$ cat src/common/eu_params.svh
// ----------------------------------------------------------
// event unit parameters
// widths, core count and software event count
// ----------------------------------------------------------

`ifndef EU_PARAMS_SVH
`define EU_PARAMS_SVH

// bus data width, also the number of event lines
`define EU_DATA_W 32

// word offset width of the register port
`define EU_ADDR_W 5

// cores reachable by a software event
`define EU_NB_CORES 4

// software event lines
`define EU_NB_SW_EVT 8

// interrupt id width
`define EU_IRQ_ID_W 5

`endif

$ cat src/common/eu_pkg.sv
// ----------------------------------------------------------
// event unit package
// register map, decoded operations and sleep state
// ----------------------------------------------------------

`include "eu_params.svh"

package eu_pkg;

  // word offsets of the register port
  typedef enum logic [`EU_ADDR_W-1:0] {
    REG_EVT_MASK          = 5'd0,
    REG_EVT_MASK_AND      = 5'd1,
    REG_EVT_MASK_OR       = 5'd2,
    REG_IRQ_MASK          = 5'd3,
    REG_IRQ_MASK_AND      = 5'd4,
    REG_IRQ_MASK_OR       = 5'd5,
    REG_EVT_BUFFER        = 5'd7,
    REG_EVT_BUFFER_MASKED = 5'd8,
    REG_EVT_BUFFER_IRQ    = 5'd9,
    REG_BUFFER_CLEAR      = 5'd10,
    REG_SW_EVT_MASK       = 5'd11,
    REG_EVT_WAIT          = 5'd14,
    REG_EVT_WAIT_CLEAR    = 5'd15,
    REG_SW_EVT_TRIG0      = 5'd16,
    REG_SW_EVT_TRIG7      = 5'd23
  } eu_reg_e;

  // operation decoded from offset and write flag
  typedef enum logic [3:0] {
    OP_NONE,
    OP_READ,
    OP_WRITE,
    OP_AND,
    OP_OR,
    OP_BUF_CLEAR,
    OP_SW_TRIG,
    OP_WAIT,
    OP_WAIT_CLEAR
  } eu_op_e;

  // core clock controller state
  typedef enum logic {
    AWAKE,
    ASLEEP
  } eu_sleep_e;

endpackage

$ cat src/common/eu_op_if.sv
// ----------------------------------------------------------
// decoded operation link
// carries one accepted access from decode to the register bank
// ----------------------------------------------------------

`include "eu_params.svh"

interface eu_op_if;

  // one cycle per accepted request
  logic                              fire;
  eu_pkg::eu_op_e                    op;
  eu_pkg::eu_reg_e                   reg_sel;
  logic [$clog2(`EU_NB_SW_EVT)-1:0]  sw_idx;
  logic [`EU_DATA_W-1:0]             wdata;

  // read value of the current op, combinational
  logic [`EU_DATA_W-1:0]             rdata;

  modport dec (
    output fire,
    output op,
    output reg_sel,
    output sw_idx,
    output wdata
  );

  modport exe (
    input  fire,
    input  op,
    input  reg_sel,
    input  sw_idx,
    input  wdata,
    output rdata
  );

  modport res (
    input  fire,
    input  rdata
  );

endinterface

$ cat src/hw/eu_core/eu_req_decode.sv
// ----------------------------------------------------------
// event unit request decode
// accepts bus requests and holds back waits until an event
// ----------------------------------------------------------

`include "eu_params.svh"

module eu_req_decode (
  input  logic                  clk_i,
  input  logic                  rst_ni,

  input  logic                  req_valid_i,
  output logic                  req_ready_o,
  input  logic [`EU_ADDR_W-1:0] req_addr_i,
  input  logic                  req_we_i,
  input  logic [`EU_DATA_W-1:0] req_wdata_i,

  input  logic                  evt_pending_i,
  input  logic                  irq_pending_i,
  input  logic                  resp_busy_i,
  output logic                  wait_blocked_o,

  eu_op_if.dec                  op_o
);

  eu_pkg::eu_reg_e reg_sel;
  eu_pkg::eu_op_e  op;
  logic            is_wait;
  logic            wait_ok;
  logic            wait_blocked_q;

  assign reg_sel = eu_pkg::eu_reg_e'(req_addr_i);

  // offset and write flag to operation
  always_comb begin
    op = eu_pkg::OP_NONE;
    if (req_we_i) begin
      case (reg_sel)
        eu_pkg::REG_EVT_MASK,
        eu_pkg::REG_IRQ_MASK,
        eu_pkg::REG_SW_EVT_MASK:  op = eu_pkg::OP_WRITE;
        eu_pkg::REG_EVT_MASK_AND,
        eu_pkg::REG_IRQ_MASK_AND: op = eu_pkg::OP_AND;
        eu_pkg::REG_EVT_MASK_OR,
        eu_pkg::REG_IRQ_MASK_OR:  op = eu_pkg::OP_OR;
        eu_pkg::REG_BUFFER_CLEAR: op = eu_pkg::OP_BUF_CLEAR;
        default: begin
          // trigger window covers offsets 16 to 23
          if (req_addr_i inside {[eu_pkg::REG_SW_EVT_TRIG0 : eu_pkg::REG_SW_EVT_TRIG7]}) begin
            op = eu_pkg::OP_SW_TRIG;
          end
        end
      endcase
    end else begin
      case (reg_sel)
        eu_pkg::REG_EVT_WAIT:       op = eu_pkg::OP_WAIT;
        eu_pkg::REG_EVT_WAIT_CLEAR: op = eu_pkg::OP_WAIT_CLEAR;
        default:                    op = eu_pkg::OP_READ;
      endcase
    end
  end

  assign is_wait = (op == eu_pkg::OP_WAIT) || (op == eu_pkg::OP_WAIT_CLEAR);

  // a wait only goes through with a masked event and no interrupt pending
  assign wait_ok = evt_pending_i & ~irq_pending_i;

  assign req_ready_o = ~resp_busy_i & (~is_wait | wait_ok);

  assign op_o.fire    = req_valid_i & req_ready_o;
  assign op_o.op      = op;
  assign op_o.reg_sel = reg_sel;
  assign op_o.sw_idx  = req_addr_i[$clog2(`EU_NB_SW_EVT)-1:0];
  assign op_o.wdata   = req_wdata_i;

  // wait presented but not taken this cycle
  always_ff @(posedge clk_i or negedge rst_ni) begin
    if (!rst_ni) begin
      wait_blocked_q <= 1'b0;
    end else begin
      wait_blocked_q <= req_valid_i & is_wait & ~req_ready_o;
    end
  end

  assign wait_blocked_o = wait_blocked_q;

endmodule

$ cat src/hw/eu_core/eu_event_regs.sv
// ----------------------------------------------------------
// event unit register bank
// masks, event buffer, interrupt selection, software events
// ----------------------------------------------------------

`include "eu_params.svh"

module eu_event_regs (
  input  logic                     clk_i,
  input  logic                     rst_ni,

  input  logic [`EU_DATA_W-1:0]    evt_lines_i,
  input  logic                     core_irq_ack_i,
  input  logic [`EU_IRQ_ID_W-1:0]  core_irq_ack_id_i,

  eu_op_if.exe                     op_i,

  output logic                     evt_pending_o,
  output logic                     irq_pending_o,
  output logic                     core_irq_req_o,
  output logic [`EU_IRQ_ID_W-1:0]  core_irq_id_o,
  output logic [`EU_NB_SW_EVT-1:0] core_sw_events_o,
  output logic [`EU_NB_CORES-1:0]  core_sw_events_mask_o
);

  logic [`EU_DATA_W-1:0]    evt_mask_q;
  logic [`EU_DATA_W-1:0]    irq_mask_q;
  logic [`EU_DATA_W-1:0]    buffer_q;
  logic [`EU_DATA_W-1:0]    buffer_d;
  logic [`EU_NB_CORES-1:0]  sw_mask_q;
  logic [`EU_DATA_W-1:0]    evt_masked;
  logic [`EU_DATA_W-1:0]    irq_masked;
  logic [`EU_DATA_W-1:0]    ack_keep;
  logic                     irq_req_q;
  logic [`EU_NB_SW_EVT-1:0] sw_evt_q;
  logic [`EU_NB_CORES-1:0]  sw_evt_mask_q;
  logic                     evt_mask_we;
  logic                     irq_mask_we;
  logic                     sw_trig;
  logic [`EU_NB_CORES-1:0]  trig_cores;

  // plain write, and-clear or or-set
  function automatic logic [`EU_DATA_W-1:0] mask_upd(
    input logic [`EU_DATA_W-1:0] old_val,
    input logic [`EU_DATA_W-1:0] wdata,
    input eu_pkg::eu_op_e        op
  );
    case (op)
      eu_pkg::OP_WRITE: return wdata;
      eu_pkg::OP_AND:   return old_val & ~wdata;
      eu_pkg::OP_OR:    return old_val | wdata;
      default:          return old_val;
    endcase
  endfunction

  assign evt_masked    = buffer_q & evt_mask_q;
  assign irq_masked    = buffer_q & irq_mask_q;
  assign evt_pending_o = |evt_masked;
  assign irq_pending_o = |irq_masked;

  assign evt_mask_we = op_i.fire && (op_i.reg_sel inside {eu_pkg::REG_EVT_MASK,
                       eu_pkg::REG_EVT_MASK_AND, eu_pkg::REG_EVT_MASK_OR});
  assign irq_mask_we = op_i.fire && (op_i.reg_sel inside {eu_pkg::REG_IRQ_MASK,
                       eu_pkg::REG_IRQ_MASK_AND, eu_pkg::REG_IRQ_MASK_OR});
  assign sw_trig     = op_i.fire && (op_i.op == eu_pkg::OP_SW_TRIG);

  // zero core bits address every core
  assign trig_cores = (op_i.wdata[`EU_NB_CORES-1:0] == '0) ? '1 :
                      op_i.wdata[`EU_NB_CORES-1:0];

  assign ack_keep = core_irq_ack_i ? ~(`EU_DATA_W'(1) << core_irq_ack_id_i) : '1;

  // clears first, then new lines, then the acknowledged bit
  always_comb begin
    buffer_d = buffer_q;
    if (op_i.fire && op_i.op == eu_pkg::OP_BUF_CLEAR) begin
      buffer_d = buffer_q & ~op_i.wdata;
    end else if (op_i.fire && op_i.op == eu_pkg::OP_WAIT_CLEAR) begin
      buffer_d = buffer_q & ~evt_mask_q;
    end
    buffer_d = (buffer_d | evt_lines_i) & ack_keep;
  end

  // highest pending interrupt wins
  always_comb begin
    core_irq_id_o = '0;
    for (int i = 0; i < `EU_DATA_W; i++) begin
      if (irq_masked[i]) begin
        core_irq_id_o = i[`EU_IRQ_ID_W-1:0];
      end
    end
  end

  always_comb begin
    op_i.rdata = '0;
    if (op_i.op inside {eu_pkg::OP_READ, eu_pkg::OP_WAIT, eu_pkg::OP_WAIT_CLEAR}) begin
      case (op_i.reg_sel)
        eu_pkg::REG_EVT_MASK:          op_i.rdata = evt_mask_q;
        eu_pkg::REG_IRQ_MASK:          op_i.rdata = irq_mask_q;
        eu_pkg::REG_EVT_BUFFER:        op_i.rdata = buffer_q;
        eu_pkg::REG_EVT_BUFFER_MASKED: op_i.rdata = evt_masked;
        eu_pkg::REG_EVT_BUFFER_IRQ:    op_i.rdata = irq_masked;
        eu_pkg::REG_SW_EVT_MASK:       op_i.rdata = `EU_DATA_W'(sw_mask_q);
        eu_pkg::REG_EVT_WAIT,
        eu_pkg::REG_EVT_WAIT_CLEAR:    op_i.rdata = evt_masked;
        default:                       op_i.rdata = '0;
      endcase
    end
  end

  always_ff @(posedge clk_i or negedge rst_ni) begin
    if (!rst_ni) begin
      evt_mask_q    <= '0;
      irq_mask_q    <= '0;
      buffer_q      <= '0;
      sw_mask_q     <= '0;
      irq_req_q     <= 1'b0;
      sw_evt_q      <= '0;
      sw_evt_mask_q <= '0;
    end else begin
      if (evt_mask_we) begin
        evt_mask_q <= mask_upd(evt_mask_q, op_i.wdata, op_i.op);
      end
      if (irq_mask_we) begin
        irq_mask_q <= mask_upd(irq_mask_q, op_i.wdata, op_i.op);
      end
      if (op_i.fire && op_i.op == eu_pkg::OP_WRITE &&
          op_i.reg_sel == eu_pkg::REG_SW_EVT_MASK) begin
        sw_mask_q <= op_i.wdata[`EU_NB_CORES-1:0];
      end
      buffer_q  <= buffer_d;
      irq_req_q <= irq_pending_o;

      // one cycle pulse toward the addressed cores
      sw_evt_q      <= '0;
      sw_evt_mask_q <= '0;
      if (sw_trig) begin
        sw_evt_q[op_i.sw_idx] <= 1'b1;
        sw_evt_mask_q         <= trig_cores;
      end
    end
  end

  assign core_irq_req_o        = irq_req_q;
  assign core_sw_events_o      = sw_evt_q;
  assign core_sw_events_mask_o = sw_evt_mask_q;

endmodule

$ cat src/hw/eu_core/eu_clock_ctrl.sv
// ----------------------------------------------------------
// core clock controller
// gates the core clock while a wait is held back
// ----------------------------------------------------------

module eu_clock_ctrl (
  input  logic clk_i,
  input  logic rst_ni,

  input  logic wait_blocked_i,
  input  logic evt_pending_i,
  input  logic irq_pending_i,
  input  logic core_busy_i,

  output logic core_clock_en_o
);

  eu_pkg::eu_sleep_e state_q;
  eu_pkg::eu_sleep_e state_d;

  always_comb begin
    state_d         = state_q;
    core_clock_en_o = 1'b1;

    case (state_q)
      eu_pkg::AWAKE: begin
        // core idle on a held wait with nothing to wake it
        if (wait_blocked_i && !irq_pending_i && !evt_pending_i && !core_busy_i) begin
          state_d = eu_pkg::ASLEEP;
        end
      end
      eu_pkg::ASLEEP: begin
        core_clock_en_o = 1'b0;
        // release without waiting for the edge
        if (evt_pending_i || irq_pending_i) begin
          core_clock_en_o = 1'b1;
          state_d         = eu_pkg::AWAKE;
        end
      end
      default: begin
        state_d = eu_pkg::AWAKE;
      end
    endcase
  end

  always_ff @(posedge clk_i or negedge rst_ni) begin
    if (!rst_ni) begin
      state_q <= eu_pkg::AWAKE;
    end else begin
      state_q <= state_d;
    end
  end

endmodule

$ cat src/hw/eu_core/eu_read_resp.sv
// ----------------------------------------------------------
// response stage
// one-entry response register with valid/ready back-pressure
// ----------------------------------------------------------

`include "eu_params.svh"

module eu_read_resp (
  input  logic                  clk_i,
  input  logic                  rst_ni,

  eu_op_if.res                  op_i,

  output logic                  rsp_valid_o,
  input  logic                  rsp_ready_i,
  output logic [`EU_DATA_W-1:0] rsp_rdata_o,

  output logic                  resp_busy_o
);

  logic                  valid_q;
  logic [`EU_DATA_W-1:0] rdata_q;

  // a new accept only happens once the old response leaves
  always_ff @(posedge clk_i or negedge rst_ni) begin
    if (!rst_ni) begin
      valid_q <= 1'b0;
    end else if (op_i.fire) begin
      valid_q <= 1'b1;
    end else if (rsp_ready_i) begin
      valid_q <= 1'b0;
    end
  end

  always_ff @(posedge clk_i or negedge rst_ni) begin
    if (!rst_ni) begin
      rdata_q <= '0;
    end else if (op_i.fire) begin
      rdata_q <= op_i.rdata;
    end
  end

  assign rsp_valid_o = valid_q;
  assign rsp_rdata_o = rdata_q;

  // full and not drained this cycle
  assign resp_busy_o = valid_q & ~rsp_ready_i;

endmodule

$ cat src/hw/eu_core/eu_core_top.sv
// ----------------------------------------------------------
// event unit core top level
// ----------------------------------------------------------

`include "eu_params.svh"

module eu_core_top (
  input  logic                     clk_i,
  input  logic                     rst_ni,

  // register port
  input  logic                     req_valid_i,
  output logic                     req_ready_o,
  input  logic [`EU_ADDR_W-1:0]    req_addr_i,
  input  logic                     req_we_i,
  input  logic [`EU_DATA_W-1:0]    req_wdata_i,
  output logic                     rsp_valid_o,
  input  logic                     rsp_ready_i,
  output logic [`EU_DATA_W-1:0]    rsp_rdata_o,

  // event lines and core side
  input  logic [`EU_DATA_W-1:0]    evt_lines_i,
  output logic                     core_irq_req_o,
  output logic [`EU_IRQ_ID_W-1:0]  core_irq_id_o,
  input  logic                     core_irq_ack_i,
  input  logic [`EU_IRQ_ID_W-1:0]  core_irq_ack_id_i,
  input  logic                     core_busy_i,
  output logic                     core_clock_en_o,

  // software events toward other cores
  output logic [`EU_NB_SW_EVT-1:0] core_sw_events_o,
  output logic [`EU_NB_CORES-1:0]  core_sw_events_mask_o
);

  logic evt_pending;
  logic irq_pending;
  logic wait_blocked;
  logic resp_busy;

  eu_op_if op_link ();

  eu_req_decode u_decode (
    .clk_i          (clk_i),
    .rst_ni         (rst_ni),
    .req_valid_i    (req_valid_i),
    .req_ready_o    (req_ready_o),
    .req_addr_i     (req_addr_i),
    .req_we_i       (req_we_i),
    .req_wdata_i    (req_wdata_i),
    .evt_pending_i  (evt_pending),
    .irq_pending_i  (irq_pending),
    .resp_busy_i    (resp_busy),
    .wait_blocked_o (wait_blocked),
    .op_o           (op_link.dec)
  );

  eu_event_regs u_regs (
    .clk_i                 (clk_i),
    .rst_ni                (rst_ni),
    .evt_lines_i           (evt_lines_i),
    .core_irq_ack_i        (core_irq_ack_i),
    .core_irq_ack_id_i     (core_irq_ack_id_i),
    .op_i                  (op_link.exe),
    .evt_pending_o         (evt_pending),
    .irq_pending_o         (irq_pending),
    .core_irq_req_o        (core_irq_req_o),
    .core_irq_id_o         (core_irq_id_o),
    .core_sw_events_o      (core_sw_events_o),
    .core_sw_events_mask_o (core_sw_events_mask_o)
  );

  eu_clock_ctrl u_clock (
    .clk_i           (clk_i),
    .rst_ni          (rst_ni),
    .wait_blocked_i  (wait_blocked),
    .evt_pending_i   (evt_pending),
    .irq_pending_i   (irq_pending),
    .core_busy_i     (core_busy_i),
    .core_clock_en_o (core_clock_en_o)
  );

  eu_read_resp u_resp (
    .clk_i       (clk_i),
    .rst_ni      (rst_ni),
    .op_i        (op_link.res),
    .rsp_valid_o (rsp_valid_o),
    .rsp_ready_i (rsp_ready_i),
    .rsp_rdata_o (rsp_rdata_o),
    .resp_busy_o (resp_busy)
  );

endmodule

$ cat config.mk
export PLATFORM = sky130hd
export DESIGN_NAME = eu_core_top
export DESIGN_NICKNAME = d
export VERILOG_FILES = /design/src/common/eu_pkg.sv /design/src/common/eu_op_if.sv /design/src/hw/eu_core/eu_req_decode.sv /design/src/hw/eu_core/eu_event_regs.sv /design/src/hw/eu_core/eu_clock_ctrl.sv /design/src/hw/eu_core/eu_read_resp.sv /design/src/hw/eu_core/eu_core_top.sv
export VERILOG_INCLUDE_DIRS = /design/src /design/src/common
export SDC_FILE = /design/constraint.sdc
export NUM_CORES = 1
export LEC_CHECK = 0
export BUFFER_PORTS_ARGS = -buffer_cell sky130_fd_sc_hd__buf_2
export CAP_MARGIN = 20
export CORE_MARGIN = 1
export CORE_UTILIZATION = 57
export CTS_CLUSTER_DIAMETER = 120
export DETAILED_ROUTE_END_ITERATION = 16
export GPL_TIMING_DRIVEN = 0
export MAX_ROUTING_LAYER = met4
export PLACE_DENSITY = 0.86
export SKIP_LAST_GASP = 1
export SLEW_MARGIN = 40
export SYNTH_ARGS = -nofsm -noshare
export SYNTH_HDL_FRONTEND = slang
export SYNTH_SLANG_ARGS = --single-unit
$ cat constraint.sdc
create_clock -name clk_i -period 2.6 [get_ports clk_i]
set_input_delay 0 -clock clk_i [delete_from_list [all_inputs] [get_ports clk_i]]
set_output_delay 0 -clock clk_i [all_outputs]
set_load 0.05 [all_outputs]
==> impl_metrics.py <==
metrics = {
    "status": {
        "status": "finished, violations left",
        "failed_checks": "setup timing",
    },
    "synthesis": {
        "yosys_warnings": 0,
        "yosys.area.top_type": "dfrtp_1",
        "syn_inst": 862,
        "synth_cell_types": 50,
        "synth_top_area_frac": 0.4635,
        "syn_nets": 943,
        "synthTopCellsByArea": "dfrtp_1 (46%), a21oi_1 (6.6%), nand2_1 (6.3%)",
        "ys_ff_latch": 148,
        "ys.flop_type": "dfrtp_1",
        "async_flop_share": 1.000,
        "avgSynthCellArea_um2": 9.269,
        "netlist_area_um2": 7990,
        "synth-seq-area-share": 0.4635,
        "synth_edf_count": 0,
    },
    "clock_network": {
        "cts.clk_slew.worst_paths_ns": 0.06,
        "worstSkewPairLatency_ns": 0.43,
        "clock_path_buffers": 2,
        "numCtsBuffers": 17,
        "clockRootBuffer": "clkbuf_16",
        "clock-sinks": 148,
        "cts.htree.levels": 4,
        "cts_tree": "built",
    },
    "detailed_routing": {
        "drt_first_iter_violations": 1559,
        "drtPass1Iterations": 10,
        "ant_nets": 0,
        "viasPerCell": 6.997,
        "post_drt_wl_per_cell_um": 24.86,
        "vias": 8900,
        "drc": 0,
        "finalWirelength_mm": 31.62,
    },
    "floorplanning": {
        "die_area_um2": 14500,
        "core_area_um2": 13450,
        "start_util": 0.5939,
        "fp.dieH_um": 120.4,
        "rows": 42,
        "ios": 134,
        "die_x_um": 120.4,
    },
    "sta": {
        "slew_viol_final": 0,
        "relSlewSlack": 0.4275,
        "finalHoldViolations": 0,
        "tightest_slew_ns": 0.8587,
        "final-setup-viol-count": 1,
        "max_freq_mhz": 382.2,
        "period_share": 1.006,
        "rsz0062_at_grt": "true",
        "clock_skew_ns": 0.007161,
        "fin_ws_ns": -0.01671,
        "period_needed_ns": 2.617,
    },
    "setup_path": {
        "critPathArrivalTime_ns": 2.89,
        "reg2reg_from": "u_regs.irq_mask_q[6]",
        "criticalPathCategory": "reg2reg",
        "r2r-end": "u_regs.buffer_q[2]",
        "cp-start-kind": "flip-flop",
        "required_ns": 2.88,
        "rr_worst_depth": 9,
        "endpoint_kind": "flip-flop",
        "rrSetupSlack_ns": -0.02,
        "path_max_fanout": 10,
    },
    "power": {
        "p_leak_uw": 0.004773,
        "power_density_nw_per_um2": 636.0,
        "ir_worst_vdd_mv": 0.4195,
    },
    "cells_and_area": {
        "fillers": 927,
        "layout_commonest_cell": "dfrtp_1",
        "drive_gt1_frac": 0.2035,
        "insertedDiodeCount": 0,
        "final-seq-area_um2": 3705,
        "stdcell_area_um2": 10290,
        "nNetsFinal": 1165,
        "syn2layout_area_growth_pct": 28.84,
        "multiInputGateArea_um2": 4035,
        "mostFrequentLayoutCells": "dfrtp_1 (147), buf_2 (142), nand2_1 (134)",
    },
    "global_routing": {
        "grt_pass1_wl_mm": 47.88,
        "antenna_found_initial": 0,
        "grt_usage": 0.4596,
        "overflow": 0,
        "grt_max_degree": 76,
        "first_global_vias": 8644,
    },
    "placed_design": {
        "dp_hpwl_mm": 20.97,
        "dpl_worst_slack_ns": -0.2057,
        "io_buffers": 128,
        "place_congestion": 1.020,
        "place_area_um2": 8904,
    },
    "worst_hold_path": {
        "min_path_cells": 3,
        "min_to": "u_regs.core_sw_events_mask_o[3]",
        "min-delay-path-class": "in2reg",
        "hp-start": "req_wdata_i[3]",
    },
    "run": {
        "max_cap_violations": 0,
    },
}
metal layers:
| metal | wire, µm | vias up | global-route usage |
|---|---|---|---|
| met2 | 14350 | 809 | 0.6947 |
| li1 | - | 3724 | - |
| met4 | 1719 | 0 | 0.2508 |
| met5 | 0 | - | - |
| met3 | 4138 | 181 | 0.1193 |
| met1 | 11420 | 4186 | 0.5659 |
Yosys cell counts, drive strengths merged (3+ instances only):
library cell,number
a211oi,26
a21o,63
a21oi,105
a221o,3
a222oi,33
a22o,22
a22oi,34
a31oi,33
and4,3
buf,31
clkbuf,32
dfrtp,148
inv,5
mux2,5
nand2,134
nand2b,13
nand3,8
nand4,7
nor2,41
nor2b,5
nor3,17
nor4,6
o211ai,4
o21ai,24
o31ai,28
xor2,11
final cells by class:
| class | instances | share of cell area |
|---|---|---|
| repair buffers | 204 | 0.1376 |
| inverters | 5 | 0.001823 |
| flip-flops and latches | 148 | 0.3599 |
| clock inverters | 9 | 0.009966 |
| well taps | 176 | 0.02139 |
| multi-input cells | 646 | 0.3920 |
| plain buffers | 62 | 0.03038 |
| clock buffers | 22 | 0.04703 |
kinds of logic (layout without fill, tap and decap cells):
kind of cell | after synthesis | after routing | synth area share
buf+inv | 68 | 302 | 0.03993
mux | 6 | 6 | 0.008299
compound gates | 381 | 381 | 0.3306
xor+xnor | 12 | 12 | 0.01315
simple gates | 247 | 247 | 0.1445
flops | 148 | 148 | 0.4635
how the worst max path moves through the flow:
| stage | to | cells after the start | slack [ns] | start |
|---|---|---|---|---|
| after floorplan | u_decode.wait_blocked_o | 6 | 0.36 | u_regs.irq_mask_q[18] |
| after global placement | u_regs.evt_mask_q[26] | 1 | -0.55 | rst_ni |
| after detailed placement | u_resp.rsp_rdata_o[30] | 7 | -0.21 | u_regs.buffer_q[13] |
| after CTS | u_regs.buffer_q[2] | 9 | -0.001 | u_regs.buffer_q[28] |
| after global routing | u_regs.buffer_q[21] | 9 | -0.03 | u_regs.buffer_q[16] |
| final | u_regs.buffer_q[2] | 9 | -0.02 | u_regs.irq_mask_q[6] |
timing repair:
action | in CTS | in global routing
pin swaps | 1 | 7
gates resized for setup | 4 | 17
endpoints found under the hold margin | 166 | 0
endpoints found under the setup margin | 47 | 77
hold buffers | 70 | 0
setup buffers | 0 | 5
per-stage QoR:
stage	hold slack [ns]	total power (µW)	utilization	instances	setup TNS, ns
2_1_floorplan	-0.2956	3399	-	862	0
3_3_place_gp	0.2337	3866	0.6579	1166	-98.37
3_5_place_dp	-0.003194	3903	0.6618	1167	-2.970
4_1_cts	0.004263	6421	0.7588	1268	-0.001133
5_1_grt	0.02869	6710	0.7653	1272	-0.2208
6_report	0.02244	6548	0.7653	1272	-0.01671
power breakdown:
part / switching (µW) / total (µW) / internal (µW)
registers: 313 / 2790 / 2480
logic: 768 / 1270 / 503
clock network: 987 / 2490 / 1500
state kept, by name, indices dropped and copies added, names as in the netlist:
signal                        count
u_regs.core_sw_events_o           8
u_resp.rsp_rdata_o               32
u_regs.core_irq_req_o             1
u_decode.wait_blocked_o           1
u_clock.state_q                   1
u_regs.core_sw_events_mask_o      4
u_resp.rsp_valid_o                1
u_regs.evt_mask_q                32
u_regs.sw_mask_q                  4
u_regs.irq_mask_q                32
u_regs.buffer_q                  32
critical path, stage by stage (launching register included):
cell and delay, ns:
dfrtp_1 0.45, a22oi_1 0.37, and4_1 0.26, and4b_2 0.33, and4b_1 0.21, buf_2 0.19
buf_4 0.24, nand2_1 0.08, a31oi_1 0.23, a21oi_1 0.08
No activity file was read; power rests on OpenSTA's default activity.
